--- src/include/cpu_config.svh ---
`ifndef CPU_CONFIG_SVH
`define CPU_CONFIG_SVH

////////////////////////////////////////
// Core sizing
////////////////////////////////////////

// Register and memory word width
`define CPU_DATA_WIDTH 32

// Architectural registers, r0 reads as zero
`define CPU_REG_COUNT 32

// Memory depths in words
`define CPU_IMEM_DEPTH 256
`define CPU_DMEM_DEPTH 256

`endif

--- src/design/cpuPkg.sv ---
`include "cpu_config.svh"

package cpuPkg;

    typedef logic [`CPU_DATA_WIDTH-1:0] dataWord;
    typedef logic [31:0] instrWord;
    typedef logic [$clog2(`CPU_REG_COUNT)-1:0] regIndex;
    // Word address, shared by both memories
    typedef logic [$clog2(`CPU_IMEM_DEPTH)-1:0] memAddr;

    ////////////////////////////////////////
    // Encodings
    ////////////////////////////////////////

    // Opcode field, bits 31..26; unknown codes decode as NOP
    typedef enum logic [5:0] {
        OP_NOP = 6'd0,
        OP_ADD,
        OP_SUB,
        OP_AND,
        OP_OR,
        OP_XOR,
        OP_ADDI,
        OP_LW,
        OP_SW
    } opCode;

    typedef enum logic [2:0] {
        ALU_PASS,
        ALU_ADD,
        ALU_SUB,
        ALU_AND,
        ALU_OR,
        ALU_XOR
    } aluOp;

    // Operand source for execute
    typedef enum logic [1:0] {
        REGFILE  = 2'b00,
        FROM_WB  = 2'b01,
        FROM_MA  = 2'b10,
        FROM_VWB = 2'b11
    } fwdSel;

endpackage

--- src/design/forwardUnit.sv ---
`timescale 1ns/1ps

module forwardUnit (
    input  logic            idRegWe,
    input  logic            idMemRead,
    input  logic            idMemWrite,
    input  logic            idRs1Needed,
    input  logic            idRs2Needed,
    input  cpuPkg::regIndex idRs1,
    input  cpuPkg::regIndex idRs2,
    input  logic            maRegWe,
    input  logic            maMemRead,
    input  logic            maMemWrite,
    input  cpuPkg::regIndex maRs2,
    input  cpuPkg::regIndex maRd,
    input  logic            wbEnable,
    input  logic            wbIsLoad,
    input  cpuPkg::regIndex wbRdst,
    input  logic            vwbEnable,
    input  cpuPkg::regIndex vwbRdst,
    output cpuPkg::fwdSel   op1Sel,
    output cpuPkg::fwdSel   op2Sel,
    output logic            storeDataSel,
    output logic            stall
);

    logic maForward;
    logic loadInMa;
    logic rs1Hit;
    logic rs2Hit;
    logic pureStore;

    // Load data is not ready in EX/MA, only ALU results are
    assign maForward = maRegWe && !maMemRead;

    // Newest producer wins: MA, then WB, then virtual WB
    function automatic cpuPkg::fwdSel pickSource(input logic needed,
                                                 input cpuPkg::regIndex rs);
        if (!needed) begin
            return cpuPkg::REGFILE;
        end
        if (maForward && (maRd == rs)) begin
            return cpuPkg::FROM_MA;
        end
        if (wbEnable && (wbRdst == rs)) begin
            return cpuPkg::FROM_WB;
        end
        if (vwbEnable && (vwbRdst == rs)) begin
            return cpuPkg::FROM_VWB;
        end
        return cpuPkg::REGFILE;
    endfunction

    always_comb begin
        op1Sel = pickSource(idRs1Needed, idRs1);
        op2Sel = pickSource(idRs2Needed, idRs2);
    end

    ////////////////////////////////////////
    // Memory stage store data
    ////////////////////////////////////////

    // Store right behind a load of its data register
    assign storeDataSel = maMemWrite && wbEnable && wbIsLoad && (wbRdst == maRs2);

    ////////////////////////////////////////
    // Load-use stall
    ////////////////////////////////////////

    assign loadInMa  = maRegWe && maMemRead;
    assign rs1Hit    = idRs1Needed && (idRs1 == maRd);
    assign rs2Hit    = idRs2Needed && (idRs2 == maRd);
    // Writes memory and nothing else
    assign pureStore = idMemWrite && !idMemRead && !idRegWe;

    // Store data alone is covered later by storeDataSel
    assign stall = loadInMa && (rs1Hit || (rs2Hit && !pureStore));

endmodule

--- config.mk ---
export PLATFORM = sky130hd
export DESIGN_NAME = forwardUnit
export DESIGN_NICKNAME = d
export VERILOG_FILES = /design/src/design/cpuPkg.sv /design/src/design/forwardUnit.sv
export VERILOG_INCLUDE_DIRS = /design/src /design/src/include
export SDC_FILE = /design/constraint.sdc
export NUM_CORES = 1
export LEC_CHECK = 0
export ABC_AREA = 1
export ABC_CLOCK_PERIOD_IN_PS = 800
export BUFFER_PORTS_ARGS = -buffer_cell sky130_fd_sc_hd__buf_4
export CORE_MARGIN = 10
export CORE_UTILIZATION = 35
export DETAILED_ROUTE_END_ITERATION = 8
export GPL_ROUTABILITY_DRIVEN = 0
export GPL_TIMING_DRIVEN = 0
export PLACE_DENSITY = 0.81
export SYNTH_ARGS = -nofsm -noshare
export SYNTH_HDL_FRONTEND = slang
export SYNTH_SLANG_ARGS = --single-unit
export TNS_END_PERCENT = 10
--- constraint.sdc ---
create_clock -name vclk -period 0.8
set_input_delay 0.08 -clock vclk [all_inputs]
set_output_delay 0.08 -clock vclk [all_outputs]
set_load 0.01 [all_outputs]
# Word level (Yosys, flattened, before mapping)
# Index checks and enable logic that the tools add are counted.
# Widths: inputs -> output; s select.
[classes]
add_sub_neg = 0
mul = 0
div = 0
magnitude_cmp = 0
n_eq_ne = 9
shift = 0
n_mux = 34
n_bitwise = 0
n_reduce_logical = 22
[ops]
columns = ["operator", "n"]
rows = [
  ["$eq 5x5->1", 9],
  ["$mux 2", 16],
  ["$mux 1", 18],
  ["$logic_and 1x1->1", 17],
  ["$logic_not 1->1", 4],
  ["$logic_or 1x1->1", 1],
]
[word_totals]
ff_bits = 0
latch_bits = 0
mem_bits_rw = 0
romBits = 0
in_bits = 41
out_inout_bits = 6
elab_cells = 65
n_memories = 0

# Depth between registers and ports, before layout
# Gate-level depths: netlist (run 1).
[logic_depth]
ltp_word = 14
depth_mapped = 8
ltp_nobuf = 8

# Worst setup path after synthesis (run 1)
# OpenSTA, ideal clock, no wires.
[synth_path]
path_type = "input to output"
startpoint = "input wbRdst[4]"
endpoint = "output op1Sel[0]"
arrival_ns = 0.674
required_time_ns = 0.720
slack_ns = 0.046
stages = 7
path_buffers = 0
cell_sequence = "inv_1 nand2_1 a21oi_1 nand3_1 nand2_1 nand2_1 nor2_1"
[synth_via]
elab_chain_len = 8
elab_cells_between_ends = 11
classes_between = "eq/ne: 1; mux: 9; reduce/logical: 1"
[synth_rtl]
columns = ["item", "line_no", "source"]
rows = [
  ["start: declaration", "forwardUnit.sv:18", "input cpuPkg::regIndex wbRdst,"],
  ["$eq 5x5->1 *", "forwardUnit.sv:45", "if (wbEnable && (wbRdst == rs)) begin"],
  ["$logic_and 1x1->1 *", "forwardUnit.sv:45", ""],
  ["$mux 2 / $mux 1 (equally long branches)", "forwardUnit.sv:45", ""],
  ["$mux 2 / $mux 1 (equally long branches)", "forwardUnit.sv:48, forwardUnit.sv:45", ""],
  ["$mux 2 / $mux 1 (equally long branches)", "forwardUnit.sv:51, forwardUnit.sv:42", ""],
  ["$mux 2 *", "forwardUnit.sv:48", "if (vwbEnable && (vwbRdst == rs)) begin"],
  ["$mux 2 *", "forwardUnit.sv:45", ""],
  ["$mux 2 *", "forwardUnit.sv:42", "if (maForward && (maRd == rs)) begin"],
  ["end: declaration", "forwardUnit.sv:21", "output cpuPkg::fwdSel op1Sel,"],
]
# Every way passes the cells marked *; elsewhere a longest branch is shown, timed or not. The select of a mux whose other input is x is not followed.

# Worst setup path in the final report (run 1)
[layout_path]
startpoint = "input idRs1[1]"
endpoint = "output op1Sel[1]"
[layout_via]
elab_chain_len = 10
elab_cells_between_ends = 22
classes_between = "eq/ne: 3; mux: 16; reduce/logical: 3"
[layout_rtl]
columns = ["item", "line_no", "source"]
rows = [
  ["start: declaration", "forwardUnit.sv:9", "input cpuPkg::regIndex idRs1,"],
  ["$eq 5x5->1", "forwardUnit.sv:48", ""],
  ["$logic_and 1x1->1", "forwardUnit.sv:48", ""],
  ["$mux 1 (2 in a row)", "forwardUnit.sv:48", ""],
  ["$mux 1", "forwardUnit.sv:45", ""],
  ["$mux 1", "forwardUnit.sv:42", ""],
  ["$mux 2", "forwardUnit.sv:51", "return cpuPkg::REGFILE;"],
  ["$mux 2", "forwardUnit.sv:48", ""],
  ["$mux 2 *", "forwardUnit.sv:45", ""],
  ["$mux 2 *", "forwardUnit.sv:42", ""],
]
# Marked as above.

==> results of run 1 <==
logic make-up (layout without fill, tap and decap cells):
| logic type | after synthesis | count (layout) | share of synthesized area |
|---|---|---|---|
| simple gates | 125 | 125 | 0.703 |
| compound gates | 11 | 11 | 0.0984 |
| buf+inv | 33 | 81 | 0.174 |
| xor+xnor | 2 | 2 | 0.0246 |
metal layers:
layer / part of all wire / routed length, um
met1: 0.42 / 1250
met2: 0.52 / 1540
met3: 0.048 / 143
met4: 0.017 / 51
met5: 0 / 0
final cells by class:
class,count,area [um^2]
multi-input combinational,138,734
inverter,33,156
tap,27,33.8
timing repair buffer,48,437
fill,185,581
power by group:
part / switching [mW] / total [mW] / internal [mW] / leakage [nW]
Sequential: 0 / 0 / 0 / 0
Combinational: 0.351 / 0.680 / 0.330 / 0.756
Clock: 0 / 0 / 0 / 0
path summary, 6_finish.rpt:
path | from | endpoint | cells past startpoint
worst max-delay path | idRs1[1] | op1Sel[1] | 10
worst min-delay path | idRs1Needed | op1Sel[0] | 4
what timing repair did:
action	CTS	global route
endpoints found under the setup margin	6	6
endpoints found under the hold margin	0	0
pin swaps	3	47
setup buffers	0	1
resized for setup	13	81
cell usage in the layout, fill, tap and decap left out, types with 8 or more instances in the layout:
| cell | count |
|---|---|
| inv_1 | 13 |
| buf_6 | 9 |
| buf_4 | 34 |
| inv_2 | 10 |
| inv_4 | 8 |
| nand2_1 | 57 |
| nand2_2 | 30 |
| nor2_1 | 13 |
| nor2_2 | 8 |
==> results.tsv, run 1 <==
stage	metric	value	unit
layout	final_util	0.701	
layout	seq_cells	0	
synthesis	ys_top_cells_by_area	nand2_1 47%, inv_1 12%, nor2_1 11%	
synthesis	yosysTopAreaCell	nand2_1	
global_route	grt_busiest_layer	met2	
routing	wl_per_cell	12.1	um
layout	antenna_cells	0	
synthesis	syn_inst	171	
setup_path	cp-end-kind	output pin	
setup_path	max_stage_delay	130	ps
routing	drt_iter0_drc	44	
setup_path	critical_path_buf_inv_count	3	
global_route	use_met1	0.127	
synthesis	synthTopCellsByCount	89 x nand2_1, 23 x inv_1, 21 x nor2_1	
synthesis	syn_area	712	um^2
layout	clockBufferCount	0	
global_route	grt_usage	0.107	
timing	setup_viol	6	
global_route	grt_pass1_wl	3950	um
setup_path	crit_fanout	4	
setup_path	crit_path_start_kind	input pin	
floorplan	core_area	1940	um^2
timing	finalMaxSlewViolations	0	
timing	final_hold_viol_count	0	
placed_design	dp.cells	245	
synthesis	synth_top_area_share	0.469	
placed_design	post-place-ws	-256	ps
synthesis	yosysWarnings	0	
floorplan	die_y	65.1	um
worst_hold_path	min_path_type	in -> out	
timing	worst_pin_slew	225	ps
placed_design	placed_cell_area	1100	um^2
global_route	antenna_found_initial	0	
floorplan	fp.dieW	65.1	um
setup_path	critical_path_arrival	940	ps
setup_path	crit_type	in -> out	
routing	ant_nets	0	
clock_tree	ctsHoldBuffers	0	
routing	drc	0	
timing	relSlewSlack	0.849	
floorplan	start_util	0.367	
synthesis	ys_types	14	
layout	area_growth	91.2	%
timing	setup_ws	-216	ps
power	ir_worst_vdd	287	uV
floorplan	boundaryPins	47	
global_route	overflow	0	
placed_design	port_buffers	47	
placed_design	post-dp-hpwl	2190	um
routing	via_count	1148	
setup_path	required	720	ps
layout	layout-drive-gt1-share	0.543	
status	violations	setup timing	
timing	clock.fmax	985	MHz
routing	firstDrtPassIters	4	
floorplan	rows	16	
status	status	complete, but fails checks	
timing	grt_setup_unrepaired	yes	
global_route	grt_pass1_vias	986	
routing	wl	2980	um
routing	via_per_inst	4.67	
layout	stdcell_area	1360	um^2
synthesis	ys_seq_area_frac	0	
setup_path	cp_slowest_cell	a21oi_2	
global_route	grt_max_degree	6	
setup_path	path_cells	buf_12 -> inv_8 -> nand2_4 -> nand2_4 -> nor2_4 -> nand2_1 -> nor2_1 -> nand2_1 -> a21oi_2 -> buf_4	
synthesis	syn-num-nets	212	
timing	fin_crit_sh	1.27	
global_route	grt_use_met3	0.0119	
synthesis	avgSynthCellArea	4.16	um^2
layout	seqCellArea	0	um^2
synthesis	yosysMostFrequentCell	nand2_1	
power	total_power	0.680	mW
timing	min_period	1020	ps
global_route	grtUsageMet2	0.209	
layout	layout.nets	262	
power	power.density	500	nW/um^2
timing	tns	-988	ps
floorplan	design.die.area	4240	um^2
setup_path	cp_top_family	simple AND/OR/NAND/NOR gates	
run	maxCapViolCount	0	
layout	instances_no_fill	246	
timing	holdWs	492	ps
power	p_leak	0.756	nW
Power figures use the tool's default switching activity.
==> run 2, diff against run 1 <==
--- a/config.mk
+++ b/config.mk
@@ -10,11 +10,11 @@
 export ABC_CLOCK_PERIOD_IN_PS = 800
 export BUFFER_PORTS_ARGS = -buffer_cell sky130_fd_sc_hd__buf_4
 export CORE_MARGIN = 10
-export CORE_UTILIZATION = 35
+export CORE_UTILIZATION = 40
 export DETAILED_ROUTE_END_ITERATION = 8
 export GPL_ROUTABILITY_DRIVEN = 0
 export GPL_TIMING_DRIVEN = 0
-export PLACE_DENSITY = 0.81
+export PLACE_DENSITY = 0.89
 export SYNTH_ARGS = -nofsm -noshare
 export SYNTH_HDL_FRONTEND = slang
 export SYNTH_SLANG_ARGS = --single-unit
==> run 2 against run 1 <==
  * The run still ends with setup timing left
  * Count of clock-buffer cells in the layout unchanged
  * Non-clock buffer count is 1 lower
  * Critical path depth decreased by 1
  * Via count up 0.70%
  * First-iteration DRC count down 9.1%
  * Routed wire length shrank 7.6%
  * Combinational power decreased by 13%
  * Sequential cell count stayed put
  * Die area down 8.7%
  * Utilization is 1.2 points higher
  * Critical path type unchanged
  * Highest routed layer unchanged
==> results.tsv, run 2 (synthesis results as in run 1) <==
stage	metric	value	unit
power	total_power	0.592	mW
global_route	overflow	0	
placed_design	port_buffers	47	
run	maxCapViolCount	0	
setup_path	crit_type	in -> out	
routing	drt_iter0_drc	40	
global_route	grt_pass1_wl	4170	um
global_route	grt_max_degree	6	
status	violations	setup timing	
layout	layout-drive-gt1-share	0.436	
routing	ant_nets	0	
layout	seqCellArea	0	um^2
routing	drc	0	
timing	final_hold_viol_count	0	
timing	setup_viol	6	
timing	min_period	1030	ps
layout	layout.nets	261	
timing	grt_setup_unrepaired	yes	
setup_path	critical_path_arrival	950	ps
layout	antenna_cells	0	
layout	final_cell_mix	77 x nand2_1, 40 x buf_4, 17 x inv_1	
timing	clock.fmax	967	MHz
global_route	antenna_found_initial	0	
layout	instances_no_fill	243	
timing	relSlewSlack	0.843	
power	p_leak	0.725	nW
timing	worst_pin_slew	234	ps
layout	final_common_cell	nand2_1	
global_route	grt_pass1_vias	1032	
setup_path	crit_fanout	3	
floorplan	fp.dieW	62.2	um
setup_path	endpoint	op1Sel[1]	
layout	seq_cells	0	
timing	finalMaxSlewViolations	0	
routing	wl_per_cell	11.3	um
power	power.density	486	nW/um^2
floorplan	design.die.area	3870	um^2
worst_hold_path	min_path_type	in -> out	
timing	holdWs	484	ps
power	ir_worst_vdd	252	uV
placed_design	post-dp-hpwl	2180	um
routing	wl	2750	um
worst_hold_path	hold_start	maRegWe	
routing	firstDrtPassIters	4	
routing	via_per_inst	4.76	
routing	via_count	1156	
setup_path	crit_path_start_kind	input pin	
layout	area_growth	71.0	%
setup_path	cp-end-kind	output pin	
placed_design	dp.cells	243	
floorplan	rows	15	
status	status	complete, but fails checks	
setup_path	required	720	ps
worst_hold_path	holdPathStages	4	
layout	clockBufferCount	0	
setup_path	cp-startpoint	vwbRdst[0]	
global_route	grt_usage	0.120	
clock_tree	post_cts_buffers	0	
floorplan	die_y	62.2	um
floorplan	core_area	1710	um^2
floorplan	start_util	0.417	
layout	final_util	0.713	
timing	setup_ws	-234	ps
placed_design	post-place-ws	-245	ps
timing	fin_crit_sh	1.29	
floorplan	boundaryPins	47	
==> run 2: metal layers <==
layer	GRT usage	vias to the layer above	routed length (um)
met4	0.0114	0	46
li1	-	609	-
met2	0.229	37	1450
met1	0.132	504	1070
met5	0	-	0
met3	0.0287	6	183
==> run 2: metrics by stage <==
stage | instance area, um^2 | TNS, ps
finish | 1220 | -988
global route | 1220 | -1440
CTS | 1130 | -910
detailed placement | 1100 | -1180
global placement | 1100 | -1140
floorplan | 712 | 0
==> run 2: area by class of cell <==
cell class	instances	area, um^2
multi-input combinational	138	669
tap	25	31.3
fill	152	490
timing repair buffer	47	383
inverter	33	134
==> run 2: power breakdown <==
part | internal, mW | switching, mW | total (mW)
Sequential | 0 | 0 | 0
Combinational | 0.281 | 0.311 | 0.592
Clock | 0 | 0 | 0
Total | 0.281 | 0.311 | 0.592
==> run 2: what timing repair did <==
action / CTS / global route
hold buffers: 0 / 0
setup endpoints to repair: 6 / 6
pin swaps: 7 / 21
gates resized for setup: 12 / 34
gates cloned: 0 / 0
endpoints found under the hold margin: 0 / 0
==> run 2: how the worst min path moves through the flow <==
| stage | end |
|---|---|
| 2_1_floorplan | stall |
| 3_3_place_gp | stall |
| 3_5_place_dp | stall |
| 4_1_cts | stall |
| 5_1_grt | stall |
| 6_report | stall |
==> run 2: worst max-delay path: stages <==
cell,delay (ps)
buf_4,130
nand2_2,60
nand2_1,50
nor2_2,140
nand2_1,70
nor2_1,100
nand2_1,70
a21oi_2,130
buf_4,130
