**config.mk**
```make
export PLATFORM = sky130hd
export DESIGN_NAME = executeStage
export DESIGN_NICKNAME = d
export VERILOG_FILES = /design/src/design/cpuPkg.sv /design/src/design/executeStage.sv
export VERILOG_INCLUDE_DIRS = /design/src /design/src/include
export SDC_FILE = /design/constraint.sdc
export NUM_CORES = 1
export LEC_CHECK = 0
export BUFFER_PORTS_ARGS = -buffer_cell sky130_fd_sc_hd__buf_2
export CAP_MARGIN = 10
export CORE_MARGIN = 10
export CORE_UTILIZATION = 47
export DETAILED_ROUTE_END_ITERATION = 8
export PLACE_DENSITY = 0.9
export SYNTH_ARGS = -nofsm -noshare
export SYNTH_HDL_FRONTEND = slang
export SYNTH_SLANG_ARGS = --single-unit
```
**constraint.sdc**
```tcl
create_clock -name clk -period 4.42 [get_ports clk]
set_input_delay 0.884 -clock clk [delete_from_list [all_inputs] [get_ports clk]]
set_output_delay 0.884 -clock clk [all_outputs]
set_load 0.005 [all_outputs]
```
**src/include/cpu_config.svh**
```systemverilog
`ifndef CPU_CONFIG_SVH
`define CPU_CONFIG_SVH

////////////////////////////////////////
// Core sizing
////////////////////////////////////////

// Register and memory word width
`define CPU_DATA_WIDTH 32

// Architectural registers, r0 reads as zero
`define CPU_REG_COUNT 32

// Memory depths in words
`define CPU_IMEM_DEPTH 256
`define CPU_DMEM_DEPTH 256

`endif

```
**src/design/cpuPkg.sv**
```systemverilog
`include "cpu_config.svh"

package cpuPkg;

    typedef logic [`CPU_DATA_WIDTH-1:0] dataWord;
    typedef logic [31:0] instrWord;
    typedef logic [$clog2(`CPU_REG_COUNT)-1:0] regIndex;
    // Word address, shared by both memories
    typedef logic [$clog2(`CPU_IMEM_DEPTH)-1:0] memAddr;

    ////////////////////////////////////////
    // Encodings
    ////////////////////////////////////////

    // Opcode field, bits 31..26; unknown codes decode as NOP
    typedef enum logic [5:0] {
        OP_NOP = 6'd0,
        OP_ADD,
        OP_SUB,
        OP_AND,
        OP_OR,
        OP_XOR,
        OP_ADDI,
        OP_LW,
        OP_SW
    } opCode;

    typedef enum logic [2:0] {
        ALU_PASS,
        ALU_ADD,
        ALU_SUB,
        ALU_AND,
        ALU_OR,
        ALU_XOR
    } aluOp;

    // Operand source for execute
    typedef enum logic [1:0] {
        REGFILE  = 2'b00,
        FROM_WB  = 2'b01,
        FROM_MA  = 2'b10,
        FROM_VWB = 2'b11
    } fwdSel;

endpackage

```
**src/design/executeStage.sv**
```systemverilog
`timescale 1ns/1ps

module executeStage (
    input  logic            clk,
    input  logic            rst,
    input  logic            stall,
    input  logic            idRegWe,
    input  logic            idMemRead,
    input  logic            idMemWrite,
    input  logic            idUseImm,
    input  cpuPkg::regIndex idRs2,
    input  cpuPkg::regIndex idRd,
    input  cpuPkg::aluOp    idAluOp,
    input  cpuPkg::dataWord idRs1Value,
    input  cpuPkg::dataWord idRs2Value,
    input  cpuPkg::dataWord idImm,
    input  cpuPkg::fwdSel   op1Sel,
    input  cpuPkg::fwdSel   op2Sel,
    input  cpuPkg::dataWord maResult,
    input  cpuPkg::dataWord wbData,
    input  cpuPkg::dataWord vwbData,
    output logic            maRegWe,
    output logic            maMemRead,
    output logic            maMemWrite,
    output cpuPkg::regIndex maRs2,
    output cpuPkg::regIndex maRd,
    output cpuPkg::dataWord maAluResult,
    output cpuPkg::dataWord maStoreData
);

    cpuPkg::dataWord rs1Fwd;
    cpuPkg::dataWord rs2Fwd;
    cpuPkg::dataWord opB;
    cpuPkg::dataWord aluOut;

    function automatic cpuPkg::dataWord forwardValue(input cpuPkg::fwdSel sel,
                                                     input cpuPkg::dataWord regValue);
        case (sel)
            cpuPkg::FROM_MA:  return maResult;
            cpuPkg::FROM_WB:  return wbData;
            cpuPkg::FROM_VWB: return vwbData;
            default:          return regValue;
        endcase
    endfunction

    always_comb begin
        rs1Fwd = forwardValue(op1Sel, idRs1Value);
        rs2Fwd = forwardValue(op2Sel, idRs2Value);
    end

    // rs2 still feeds the store data when the immediate is used
    assign opB = idUseImm ? idImm : rs2Fwd;

    ////////////////////////////////////////
    // ALU
    ////////////////////////////////////////

    always_comb begin
        case (idAluOp)
            cpuPkg::ALU_ADD: aluOut = rs1Fwd + opB;
            cpuPkg::ALU_SUB: aluOut = rs1Fwd - opB;
            cpuPkg::ALU_AND: aluOut = rs1Fwd & opB;
            cpuPkg::ALU_OR:  aluOut = rs1Fwd | opB;
            cpuPkg::ALU_XOR: aluOut = rs1Fwd ^ opB;
            default:         aluOut = opB;
        endcase
    end

    ////////////////////////////////////////
    // EX/MA register
    ////////////////////////////////////////

    // Bubble while the dependent instruction waits in ID/EX
    always_ff @(posedge clk) begin
        if (rst || stall) begin
            maRegWe    <= 1'b0;
            maMemRead  <= 1'b0;
            maMemWrite <= 1'b0;
        end else begin
            maRegWe    <= idRegWe;
            maMemRead  <= idMemRead;
            maMemWrite <= idMemWrite;
        end
    end

    always_ff @(posedge clk) begin
        maRs2       <= idRs2;
        maRd        <= idRd;
        maAluResult <= aluOut;
        maStoreData <= rs2Fwd;
    end

endmodule

```
## Word-level counts from Yosys, hierarchy flattened

Index checks and enable logic that the tools add are counted.

- Bits in registers: 77
- Word-level logic and storage cells: 28

- $add $sub $neg: 2
- Eq/ne operators: 11
- Mux-type cells: 4
- Bitwise operators: 3
- Reduce and logical (&&, ||, !) cells: 1

Operators with widths:

| cell | count |
|---|---|
| $pmux W32 S3 | 2 |
| $pmux W32 S5 | 1 |
| $add A32 B32 Y32 | 1 |
| $and A32 B32 Y32 | 1 |
| $mux W32 | 1 |
| $or A32 B32 Y32 | 1 |
| $sub A32 B32 Y32 | 1 |
| $xor A32 B32 Y32 | 1 |
| $eq A2 B2 Y1 const B | 4 |
| $eq A3 B2 Y1 const B | 2 |
| $eq A3 B3 Y1 const B | 2 |
| $eq A2 B1 Y1 const B | 2 |
| $eq A3 B1 Y1 const B | 1 |
| $logic_or A1 B1 Y1 | 1 |

## Logic depth before layout (Yosys ltp)

Gate-level depths: netlist of run 1.

- Word-level depth: 5
- Gate-level depth with buffers: 21
- Gate-level depth less buffers: 19

## Least setup slack after synthesis of run 1

No wires, ideal clock.

- Path type: in2reg
- Start: input port idUseImm
- End: register maAluResult[25]
- Data arrival time: 4579 ps
- Data required time: 4288 ps
- Slack: -291 ps
- Cell stages on the path: 19
- Cells stage by stage: buf_2 -> inv_2 -> buf_2 -> mux2i_2 -> ha_1 -> nand2_1 -> nor2_1 -> nand3_1 -> o31ai_1 -> xnor2_1 -> ha_1 -> and4_1 -> a221o_1 -> nor3_1 -> o211ai_1 -> a31oi_1 -> xnor2_1 -> a21oi_1 -> a21oi_1

- Word-level cells in the longest chain between the ends: 3

RTL lines:

| item | line | source |
|---|---|---|
| start: declaration | executeStage.sv:10 | `input logic idUseImm,` |
| $mux W32 (*) | executeStage.sv:52 | `assign opB = idUseImm ? idImm : rs2Fwd;` |
| $sub A32 B32 Y32 (tied with other cells) | executeStage.sv:61 | `cpuPkg::ALU_SUB: aluOut = rs1Fwd - opB;` |
| $pmux W32 S5 (*) | executeStage.sv:59 | `case (idAluOp)` |
| named net aluOut[25] | executeStage.sv:34 | `cpuPkg::dataWord aluOut;` |
| end signal: assignment | executeStage.sv:89 | `maAluResult <= aluOut;` |
| end: declaration | executeStage.sv:27 | `output cpuPkg::dataWord maAluResult,` |

The timed path passes the listed nets; every way through them passes the cells marked *.
A chain may end at the register's enable or synchronous reset.

## Final worst setup path of run 1

- Start: input port op2Sel[1]
- End: register maAluResult[25]

- Word-level cells in the longest chain between the ends: 5

RTL lines:

| item | line | source |
|---|---|---|
| start: declaration | executeStage.sv:18 | `input cpuPkg::fwdSel op2Sel,` |
| $eq A2 B2 Y1 / $eq A2 B1 Y1 (equally long branches) | executeStage.sv:38 | `case (sel)` |
| $pmux W32 S3 (*) | executeStage.sv:38 |  |
| named net rs2Fwd[7] | executeStage.sv:32 | `cpuPkg::dataWord rs2Fwd;` |
| $mux W32 (*) | executeStage.sv:52 |  |
| $sub A32 B32 Y32 / $add A32 B32 Y32 (equally long branches) | executeStage.sv:61, executeStage.sv:60 |  |
| $pmux W32 S5 (*) | executeStage.sv:59 |  |
| named net aluOut[25] | executeStage.sv:34 |  |

Marked as above.

==> metrics.md, run 1 <==
| Metric | Value |
|---|---|
| Status | `finished, violations left` |
| Failing checks | `negative setup slack` |
| Die X | `154 um` |
| DR iter-0 viols | `approximately 840` |
| Detailed Routing Iterations Pass 1 | `6` |
| Core Util, Final | `around 70%` |
| Final-report setup violation count | `5` |
| CTS tree | `done` |
| Net Count, Synth | `about 1,200` |
| Mapped Area | `about 0.0084 mm2` |
| Drt drc | `0` |
| Most common cell after layout, fill and taps aside | `buf_2` |
| GPL Wtd Cong | `0.974` |
| Initial Util | `between 40% and 50%` |
| PD cells | `between 300 and 400 mW/mm2` |
| First-pass GRT wire length | `50.8 mm` |
| Most frequent cells in the layout | `buf_2, buf_4, a21oi_1` |
| Post-synth EDFFs | `0` |
| Mapped Cells | `~900` |
| Core footprint | `roughly 0.017 mm2` |
| Period minus WS final | `4.49 ns` |
| Synth unique cells | `70` |
| Port Buffers | `roughly 300` |
| Die outline height | `154 um` |
| Worst Setup Start Kind | `input pin` |
| Clk sinks | `77` |
| Total track usage | `26.1%` |
| WP data arrival | `around 4.8 ns` |
| Crit Path Class | `in2reg` |
| # H-tree levels | `3` |
| RSZ-0062 raised after global routing | `true` |
| Max transition margin | `44.8%` |
| Synthesized area per cell | `approximately 9.4 um2` |
| Max-cap violations | `0` |
| Async S/R FF share, synth | `0%` |
| Placed cells | `1,517` |
| Worst setup EP type | `flop` |
| CP Max Fanout | `6` |
| WL/cell | `around 22 um` |
| VDD IR max | `roughly 0.25 mV` |
| Fin cells | `1,557` |
| Critical Path RT | `~4.7 ns` |
| Number of global-route vias before repair | `9,902` |
| Worst hold slack | `0.618 ns` |
| DP HPWL | `~26 mm` |
| IO Pins | `about 290` |
| Final setup TNS | `-0.165 ns` |
| Reg clk slew, reported paths | `roughly 0.070 ns` |
| Vias/cell | `6.04` |
| Root Driver | `clkbuf_16` |
| Final nets | `between 1,500 and 2,000` |
| Count of final hold-check violations | `0` |
| Crit. Startpoint | `op2Sel[1]` |
| Via count | `9,404` |
| Synth Flop Type | `dfxtp_1` |
| # rows | `48` |
| Slew @ Worst Pin | `~0.8 ns` |
| Final-layout fill cell count | `between 1,000 and 1,500` |
| Die area | `0.0236 mm2` |
| Layout cell share with drive strength beyond 1 | `between 40% and 50%` |
| CTS buffer count | `9` |
| Max clock buf depth | `2` |
| Worst min path class | `in2reg` |
| Reg area | `~0.0015 mm2` |
| Fmax | `around 220 MHz` |
| Final worst setup slack | `-0.0672 ns` |
| Final ANT Viol Nets | `0` |
| Hold wc startpoint | `idRd[2]` |
| Final Slew Violations | `0` |
| Initial antenna violation count | `2` |
| Multi-input gate area | `0.00668 mm2` |
| Yosys Warn Count | `0` |
| Syn-to-layout area delta | `42.9%` |
| Detailed Route WL | `~34 mm` |
| Largest net degree at the start of global routing | `69` |
| FF+latch count, synth | `77` |
| Final worst-path cycle share | `102%` |
| Seq/Total Area, Yosys | `18.4%` |
| Pleak | `a little under 6 nW` |
| Grt total ovfl | `0` |
==> cell usage after synthesis, drive strengths merged, types with 4 or more instances <==
cell      n  area share, %
dfxtp    77             18
and2     11           0.83
o21a      8           0.72
xnor2    47            4.9
nor2b     7           0.52
or2       4           0.30
a21o     39            3.5
a221o    24            2.9
nand2b    6           0.45
mux2i    36            5.4
o31a      5           0.54
nor3     21            1.3
nand3    12           0.77
nor2     34            1.5
mux4     62             17
and3      8           0.60
nor3b     4           0.36
a31oi    13           0.97
a41oi     4           0.42
clkbuf   37            1.7
o31ai     6           0.70
ha      102             15
inv      75            3.4
a222oi    7           0.83
o21ai    22            1.3
a21oi   110            6.6
xor2      8           0.83
buf      19            1.4
nand2    34            1.5
mux2      4           0.54
nand4     9           0.85
==> worst paths after layout <==
check / to / slack (ns) / depth (start not counted)
setup / recovery: maAluResult[25] / -0.07 / 21
hold / removal: maRd[2] / 0.62 / 1
==> layout make-up <==
type / count / area share (%)
sequential: 77 / 12.8
clock buffer: 9 / 1.88
clock inverter: 7 / 0.542
tap: 225 / 2.35
antenna: 2 / 0.0417
multi-input combinational: 687 / 55.6
timing repair buffer: 475 / 24.4
inverter: 75 / 2.35
==> critical path, stage by stage <==
cell and delay (ns):
buf_12 0.11, buf_8 0.11, buf_8 0.10, mux4_2 0.55, o21ai_2 0.22, inv_2 0.08, nor4b_4 0.22, buf_4 0.20
and2_4 0.18, a31oi_4 0.08, xnor2_2 0.24, ha_4 0.25, o21a_1 0.20, o21ai_2 0.19, a21oi_2 0.10, and3_4 0.19
o31a_1 0.31, a31oi_1 0.21, xnor2_1 0.14, a21oi_1 0.08, a21oi_1 0.14
==> state kept, by name (all words and copies together) (netlist names) <==
register	count
maMemWrite	1
maRs2	5
maRegWe	1
maStoreData	32
maAluResult	32
maRd	5
maMemRead	1
==> per-stage QoR <==
stage / total power [mW] / worst slack [ns] / instance area, um2
6_report: 3.60 / -0.0672 / 12000
5_1_grt: 3.81 / -0.228 / 12000
4_1_cts: 3.43 / 0.0427 / 11500
3_5_place_dp: 2.65 / -0.552 / 11200
3_3_place_gp: 2.58 / -0.415 / 11200
2_1_floorplan: 1.90 / -0.0477 / 8480
==> repair_timing <==
action	in CTS	in global routing
setup endpoints to repair	18	21
pin swaps	3	41
hold buffers	0	0
buffers inserted	2	20
gates resized for setup	9	68
==> where the power goes <==
| group | internal, mW | switching (mW) | total [mW] |
|---|---|---|---|
| logic | 0.992 | 1.03 | 2.02 |
| registers | 0.797 | 0.0303 | 0.827 |
| clock network | 0.395 | 0.360 | 0.755 |
==> logic make-up after synthesis <==
kind of cell | after synthesis | share of synthesized area [%]
xor gates and xnor gates | 55 | 5.74
adders and majority gates | 103 | 15.4
buffers and inverters | 131 | 6.42
and+or+nand+nor | 162 | 10.3
muxes | 102 | 22.6
AOI/OAI and AO/OA | 265 | 21.2
DFF | 77 | 18.4
==> routing by layer <==
layer | GRT usage (%) | vias up | wire length (um)
li1 | - | 4217 | -
met1 | 29.0 | 4542 | 12900
met2 | 45.8 | 543 | 17000
met3 | 7.50 | 100 | 2940
met4 | 10.3 | 2 | 1230
met5 | 0 | - | 7
Note: power is estimated with default switching activity, not from simulation.
==> run 2: changes to the inputs <==
PLACE_DENSITY = 0.79   (was 0.9)
SKIP_LAST_GASP = 1   (was default)
==> metrics.md, run 2 (synthesis results as in run 1) <==
| Metric | Value |
|---|---|
| WP data arrival | `4.58 ns (was 4.78 ns)` |
| Initial Util | `48.2% (unchanged)` |
| Die outline height | `154 um (unchanged)` |
| VDD IR max | `0.222 mV (was 0.252 mV)` |
| # H-tree levels | `3 (unchanged)` |
| Clk sinks | `77 (unchanged)` |
| Worst hold path depth | `1 (unchanged)` |
| Status | `finished clean (was finished, violations left)` |
| RSZ-0062 raised after global routing | `true (unchanged)` |
| Port Buffers | `292 (unchanged)` |
| Critical Path Max Stage Delay | `0.53 ns (was 0.55 ns)` |
| DP HPWL | `25.7 mm (was 26.2 mm)` |
| Worst setup EP type | `flop (unchanged)` |
| Die X | `154 um (unchanged)` |
| Layout cell share with drive strength beyond 1 | `47.5% (was 48.7%)` |
| Final Slew Violations | `0 (unchanged)` |
| Crit-path cells | `buf_12 > buf_4 > mux4_2 > nor3_2 > nor2_2 > nor4b_4 > buf_4 > a21oi_2 > xnor2_2 > ha_1 > and4_1 > a221o_1 > nor3_2 > o21ai_1 > a21oi_1 > xnor2_1 > a21oi_1 > a21oi_1 (was buf_12 > buf_8 > buf_8 > mux4_2 > o21ai_2 > inv_2 > nor4b_4 > buf_4 > and2_4 > a31oi_4 > xnor2_2 > ha_4 > o21a_1 > o21ai_2 > a21oi_2 > and3_4 > o31a_1 > a31oi_1 > xnor2_1 > a21oi_1 > a21oi_1)` |
| Max transition margin | `32.2% (was 44.8%)` |
| Pleak | `5.85 nW (was 5.89 nW)` |
| Final worst setup slack | `0.110 ns (was -0.0672 ns)` |
| Detailed Route WL | `31.8 mm (was 34.0 mm)` |
| Count of final hold-check violations | `0 (unchanged)` |
| CP dominant cell by count | `a21oi_1` |
| Fin cells | `1,556 (was 1,557)` |
| Number of global-route vias before repair | `9,551 (was 9,902)` |
| # rows | `48 (unchanged)` |
| CTS tree | `done (unchanged)` |
| Final ANT Viol Nets | `0 (unchanged)` |
| Final-report setup violation count | `0 (was 5)` |
| Vias/cell | `5.79 (was 6.04)` |
| Core footprint | `0.0174 mm2 (unchanged)` |
| Fmax | `232 MHz (was 223 MHz)` |
| Tot Pwr | `3.51 mW (was 3.60 mW)` |
| Max-cap violations | `0 (unchanged)` |
| Cell family with most CP delay | `simple AND/OR/NAND/NOR gates (was compound AO/OA/AOI/OAI gates)` |
| PD cells | `296 mW/mm2 (was 300 mW/mm2)` |
| IO Pins | `293 (unchanged)` |
| WL/cell | `20.4 um (was 21.9 um)` |
| DR iter-0 viols | `608 (was 836)` |
| WP depth | `18 (was 21)` |
| Combined buffer and inverter count along the critical path | `3 (was 5)` |
| Initial antenna violation count | `1 (was 2)` |
| Critical Path RT | `4.69 ns (was 4.71 ns)` |
| Final worst-path cycle share | `97.5% (was 102%)` |
| Die area | `0.0236 mm2 (unchanged)` |
| Period minus WS final | `4.31 ns (was 4.49 ns)` |
| Most common cell after layout, fill and taps aside | `buf_2 (unchanged)` |
| First-pass GRT wire length | `49.5 mm (was 50.8 mm)` |
| Reg clk slew, reported paths | `0.07 ns (about the same)` |
| Crit Path Class | `in2reg (unchanged)` |
| Most frequent cells in the layout | `buf_2, buf_4, a21oi_1 (unchanged)` |
| Worst min path class | `in2reg (unchanged)` |
| GPL Wtd Cong | `0.933 (was 0.974)` |
| Max clock buf depth | `2 (unchanged)` |
| Worst path slowest cell | `mux4_2 (unchanged)` |
| Syn-to-layout area delta | `41.2% (was 42.9%)` |
| CTS buffer count | `9 (unchanged)` |
| Detailed Routing Iterations Pass 1 | `7 (was 6)` |
| Drt drc | `0 (unchanged)` |
| Post-placement setup slack | `-0.476 ns (was -0.552 ns)` |
| Largest net degree at the start of global routing | `69 (unchanged)` |
| Slew @ Worst Pin | `1.01 ns (was 0.824 ns)` |
| Root Driver | `clkbuf_16 (unchanged)` |
| Placed cells | `1,528 (was 1,517)` |
| Worst Setup Start Kind | `input pin (unchanged)` |
| Via count | `9,002 (was 9,404)` |
| Hold buffer count at cts | `0 (unchanged)` |
| CP Max Fanout | `8 (was 6)` |
| Largest registers | `maAluResult (32), maStoreData (32) (unchanged)` |
| Grt total ovfl | `0 (unchanged)` |
| Final nets | `1,644 (unchanged)` |
| Total track usage | `25.3% (was 26.1%)` |
-- run 2: worst paths after layout --
path / start / endpoint / slack (ns)
max: op2Sel[1] / maAluResult[23] / 0.11
min: idRd[0] / maRd[0] / 0.63
-- run 2: timing repair --
item,4_1_cts,5_1_grt
gates resized for setup,3,47
endpoints found under the setup margin,11,20
gates cloned,0,0
pin swaps,5,40
buffers inserted,1,10
-- run 2: area by class of cell --
type,instances,area [um2]
tap,225,282
timing repair buffer,475,2920
clock inverter,7,63.8
antenna,1,2.50
clock buffer,9,225
multi-input combinational,687,6540
fill,1421,5560
inverter,75,282
sequential,77,1540
-- run 2: power by group --
group          switching, mW  internal (mW)  total [mW]
registers             0.0297          0.797       0.827
logic                  0.960          0.978        1.94
clock network          0.354          0.394       0.747
-- run 2: per-stage QoR --
step                setup TNS, ns  cell area (um2)  hold WS [ns]  util, %
floorplan                 -0.0629             8480         0.912        -
global placement            -6.33            11300         0.986     64.8
detailed placement          -7.88            11300         0.989     64.8
CTS                             0            11600         0.620     66.5
global route               -0.864            11900         0.624     68.1
finish                          0            11900         0.628     68.1
-- run 2: metal layers --
layer	vias up	routed length, um	global-route usage (%)
li1	4227	-	-
met1	4358	13100	29.6
met2	373	15800	44.8
met3	44	2320	6.19
met4	0	627	7.47
met5	-	0	0
==> run 3: changes to the inputs <==
PLACE_DENSITY = default   (was 0.79)
PLACE_DENSITY_LB_ADDON = 0.05   (was default)
==> metrics.md, run 3 (synthesis results as in run 1) <==
| Metric | Value |
|---|---|
| Max transition margin | `51.2% (was 32.2%)` |
| Final nets | `1,642 (was 1,644)` |
| Final worst setup slack | `0.0655 ns (was 0.110 ns)` |
| Number of global-route vias before repair | `8,905 (was 9,551)` |
| Worst setup EP type | `flop (unchanged)` |
| Fmax | `230 MHz (was 232 MHz)` |
| Largest net degree at the start of global routing | `69 (unchanged)` |
| Vias/cell | `5.58 (was 5.79)` |
| DR iter-0 viols | `491 (was 608)` |
| Worst Setup Start Kind | `input pin (unchanged)` |
| Via count | `8,676 (was 9,002)` |
| Most common cell after layout, fill and taps aside | `buf_2 (unchanged)` |
| Final setup TNS | `0 ns (unchanged)` |
| Hold buffer count at cts | `0 (unchanged)` |
| Die outline height | `154 um (unchanged)` |
| Detailed Routing Iterations Pass 1 | `5 (was 7)` |
| CP Max Fanout | `7 (was 8)` |
| Crit Path Class | `in2reg (unchanged)` |
| RSZ-0062 raised after global routing | `true (unchanged)` |
| Port Buffers | `292 (unchanged)` |
| Most frequent cells in the layout | `buf_2, buf_4, a21oi_1 (unchanged)` |
| IO Pins | `293 (unchanged)` |
| Syn-to-layout area delta | `41.6% (was 41.2%)` |
| CTS buffer count | `9 (unchanged)` |
| DP HPWL | `24.3 mm (was 25.7 mm)` |
| Die area | `0.0236 mm2 (unchanged)` |
| Die X | `154 um (unchanged)` |
| PD cells | `291 mW/mm2 (was 296 mW/mm2)` |
| Final ANT Viol Nets | `0 (unchanged)` |
| Status | `finished clean (unchanged)` |
| First-pass GRT wire length | `46.2 mm (was 49.5 mm)` |
| Final worst-path cycle share | `98.5% (was 97.5%)` |
| Slew @ Worst Pin | `0.731 ns (was 1.01 ns)` |
| Largest registers | `maAluResult (32), maStoreData (32) (unchanged)` |
| Reg clk slew, reported paths | `0.06 ns (was 0.07 ns)` |
| WL/cell | `19.0 um (was 20.4 um)` |
| Grt total ovfl | `0 (unchanged)` |
| Total track usage | `23.7% (was 25.3%)` |
| Initial Util | `48.2% (unchanged)` |
| Post-placement setup slack | `-0.478 ns (was -0.476 ns)` |
| VDD IR max | `0.208 mV (was 0.222 mV)` |
| Clk sinks | `77 (unchanged)` |
| CTS tree | `done (unchanged)` |
| Critical Path RT | `4.62 ns (was 4.69 ns)` |
| Initial antenna violation count | `1 (unchanged)` |
| Worst min path class | `in2reg (unchanged)` |
| Count of final hold-check violations | `0 (unchanged)` |
| Worst hold slack | `0.631 ns (was 0.628 ns)` |
| GPL Wtd Cong | `0.942 (was 0.933)` |
| # H-tree levels | `3 (unchanged)` |
| Final-report setup violation count | `0 (unchanged)` |
| Worst hold path depth | `1 (unchanged)` |
| Final Slew Violations | `0 (unchanged)` |
| Core footprint | `0.0174 mm2 (unchanged)` |
| Max-cap violations | `0 (unchanged)` |
| Drt drc | `0 (unchanged)` |
| Root Driver | `clkbuf_16 (unchanged)` |
| Pleak | `5.85 nW (about the same)` |
| Detailed Route WL | `29.5 mm (was 31.8 mm)` |
| Period minus WS final | `4.35 ns (was 4.31 ns)` |
| # rows | `48 (unchanged)` |
| WP data arrival | `4.56 ns (was 4.58 ns)` |
| Max clock buf depth | `2 (unchanged)` |
| Layout cell share with drive strength beyond 1 | `47.0% (was 47.5%)` |
run 3: cell count changes in the layout (fill, tap and decap cells not counted), sizes merged:
cell	previous run	this run
clkinv	1	0
buf	474	473
clkinvlp	2	3
clkbuf	10	9
run 3: what timing repair did:
item	CTS	global route
setup buffers	2	12
endpoints found under the setup margin	9	21
gates resized for setup	4	43
pin swaps	5	27
run 3: worst paths after layout:
kind	start	to	slack, ns
worst max-delay path	op2Sel[1]	maAluResult[29]	0.07
worst min-delay path	idRs2[1]	maRs2[1]	0.63
run 3: metrics by stage:
stage               instance area (um2)  total power, mW  utilization [%]  std cells
global route                      11900             3.70             68.3       1554
CTS                               11600             3.41             66.4       1541
global placement                  11300             2.63             64.6       1523
floorplan                          8480             1.90                -        895
detailed placement                11300             2.65             64.6       1523
finish                            11900             3.46             68.3       1554
run 3: worst max-delay path: stages:
cell and delay [ns]:
buf_12 0.09, buf_12 0.13, mux4_2 0.56, mux2i_4 0.18
nand4_1 0.16, nor4b_4 0.23, buf_4 0.18, and2_4 0.17
buf_4 0.11, buf_4 0.11, a31oi_1 0.10, xnor2_1 0.16
ha_1 0.35, o21ai_2 0.08, a21oi_2 0.15, and3_4 0.20
o31a_1 0.17, nand3_2 0.14, nand2_2 0.11, mux2i_1 0.18
a32oi_1 0.12
run 3: where the power goes:
group	total [mW]	internal, mW	switching [mW]
logic	1.91	0.968	0.937
clock network	0.731	0.389	0.343
registers	0.826	0.797	0.0286
total	3.46	2.15	1.31
run 3: area by class of cell:
class | instances | area (um2)
Inverter | 75 | 282
Clock inverter | 7 | 57.6
Multi-Input combinational cell | 687 | 6570
Fill cell | 1477 | 5530
Tap cell | 225 | 282
Antenna cell | 1 | 2.50
Timing Repair Buffer | 473 | 2940
Sequential cell | 77 | 1540
Clock buffer | 9 | 225
run 3: per-layer routing:
layer	up-vias	share of wire (%)	global-route usage (%)	wire, um
li1	4224	-	-	-
met1	4142	43	28.4	12500
met2	282	50	41.5	14600
met3	28	6.4	6.14	1890
met4	0	1.3	5.85	380
met5	-	0	0	0
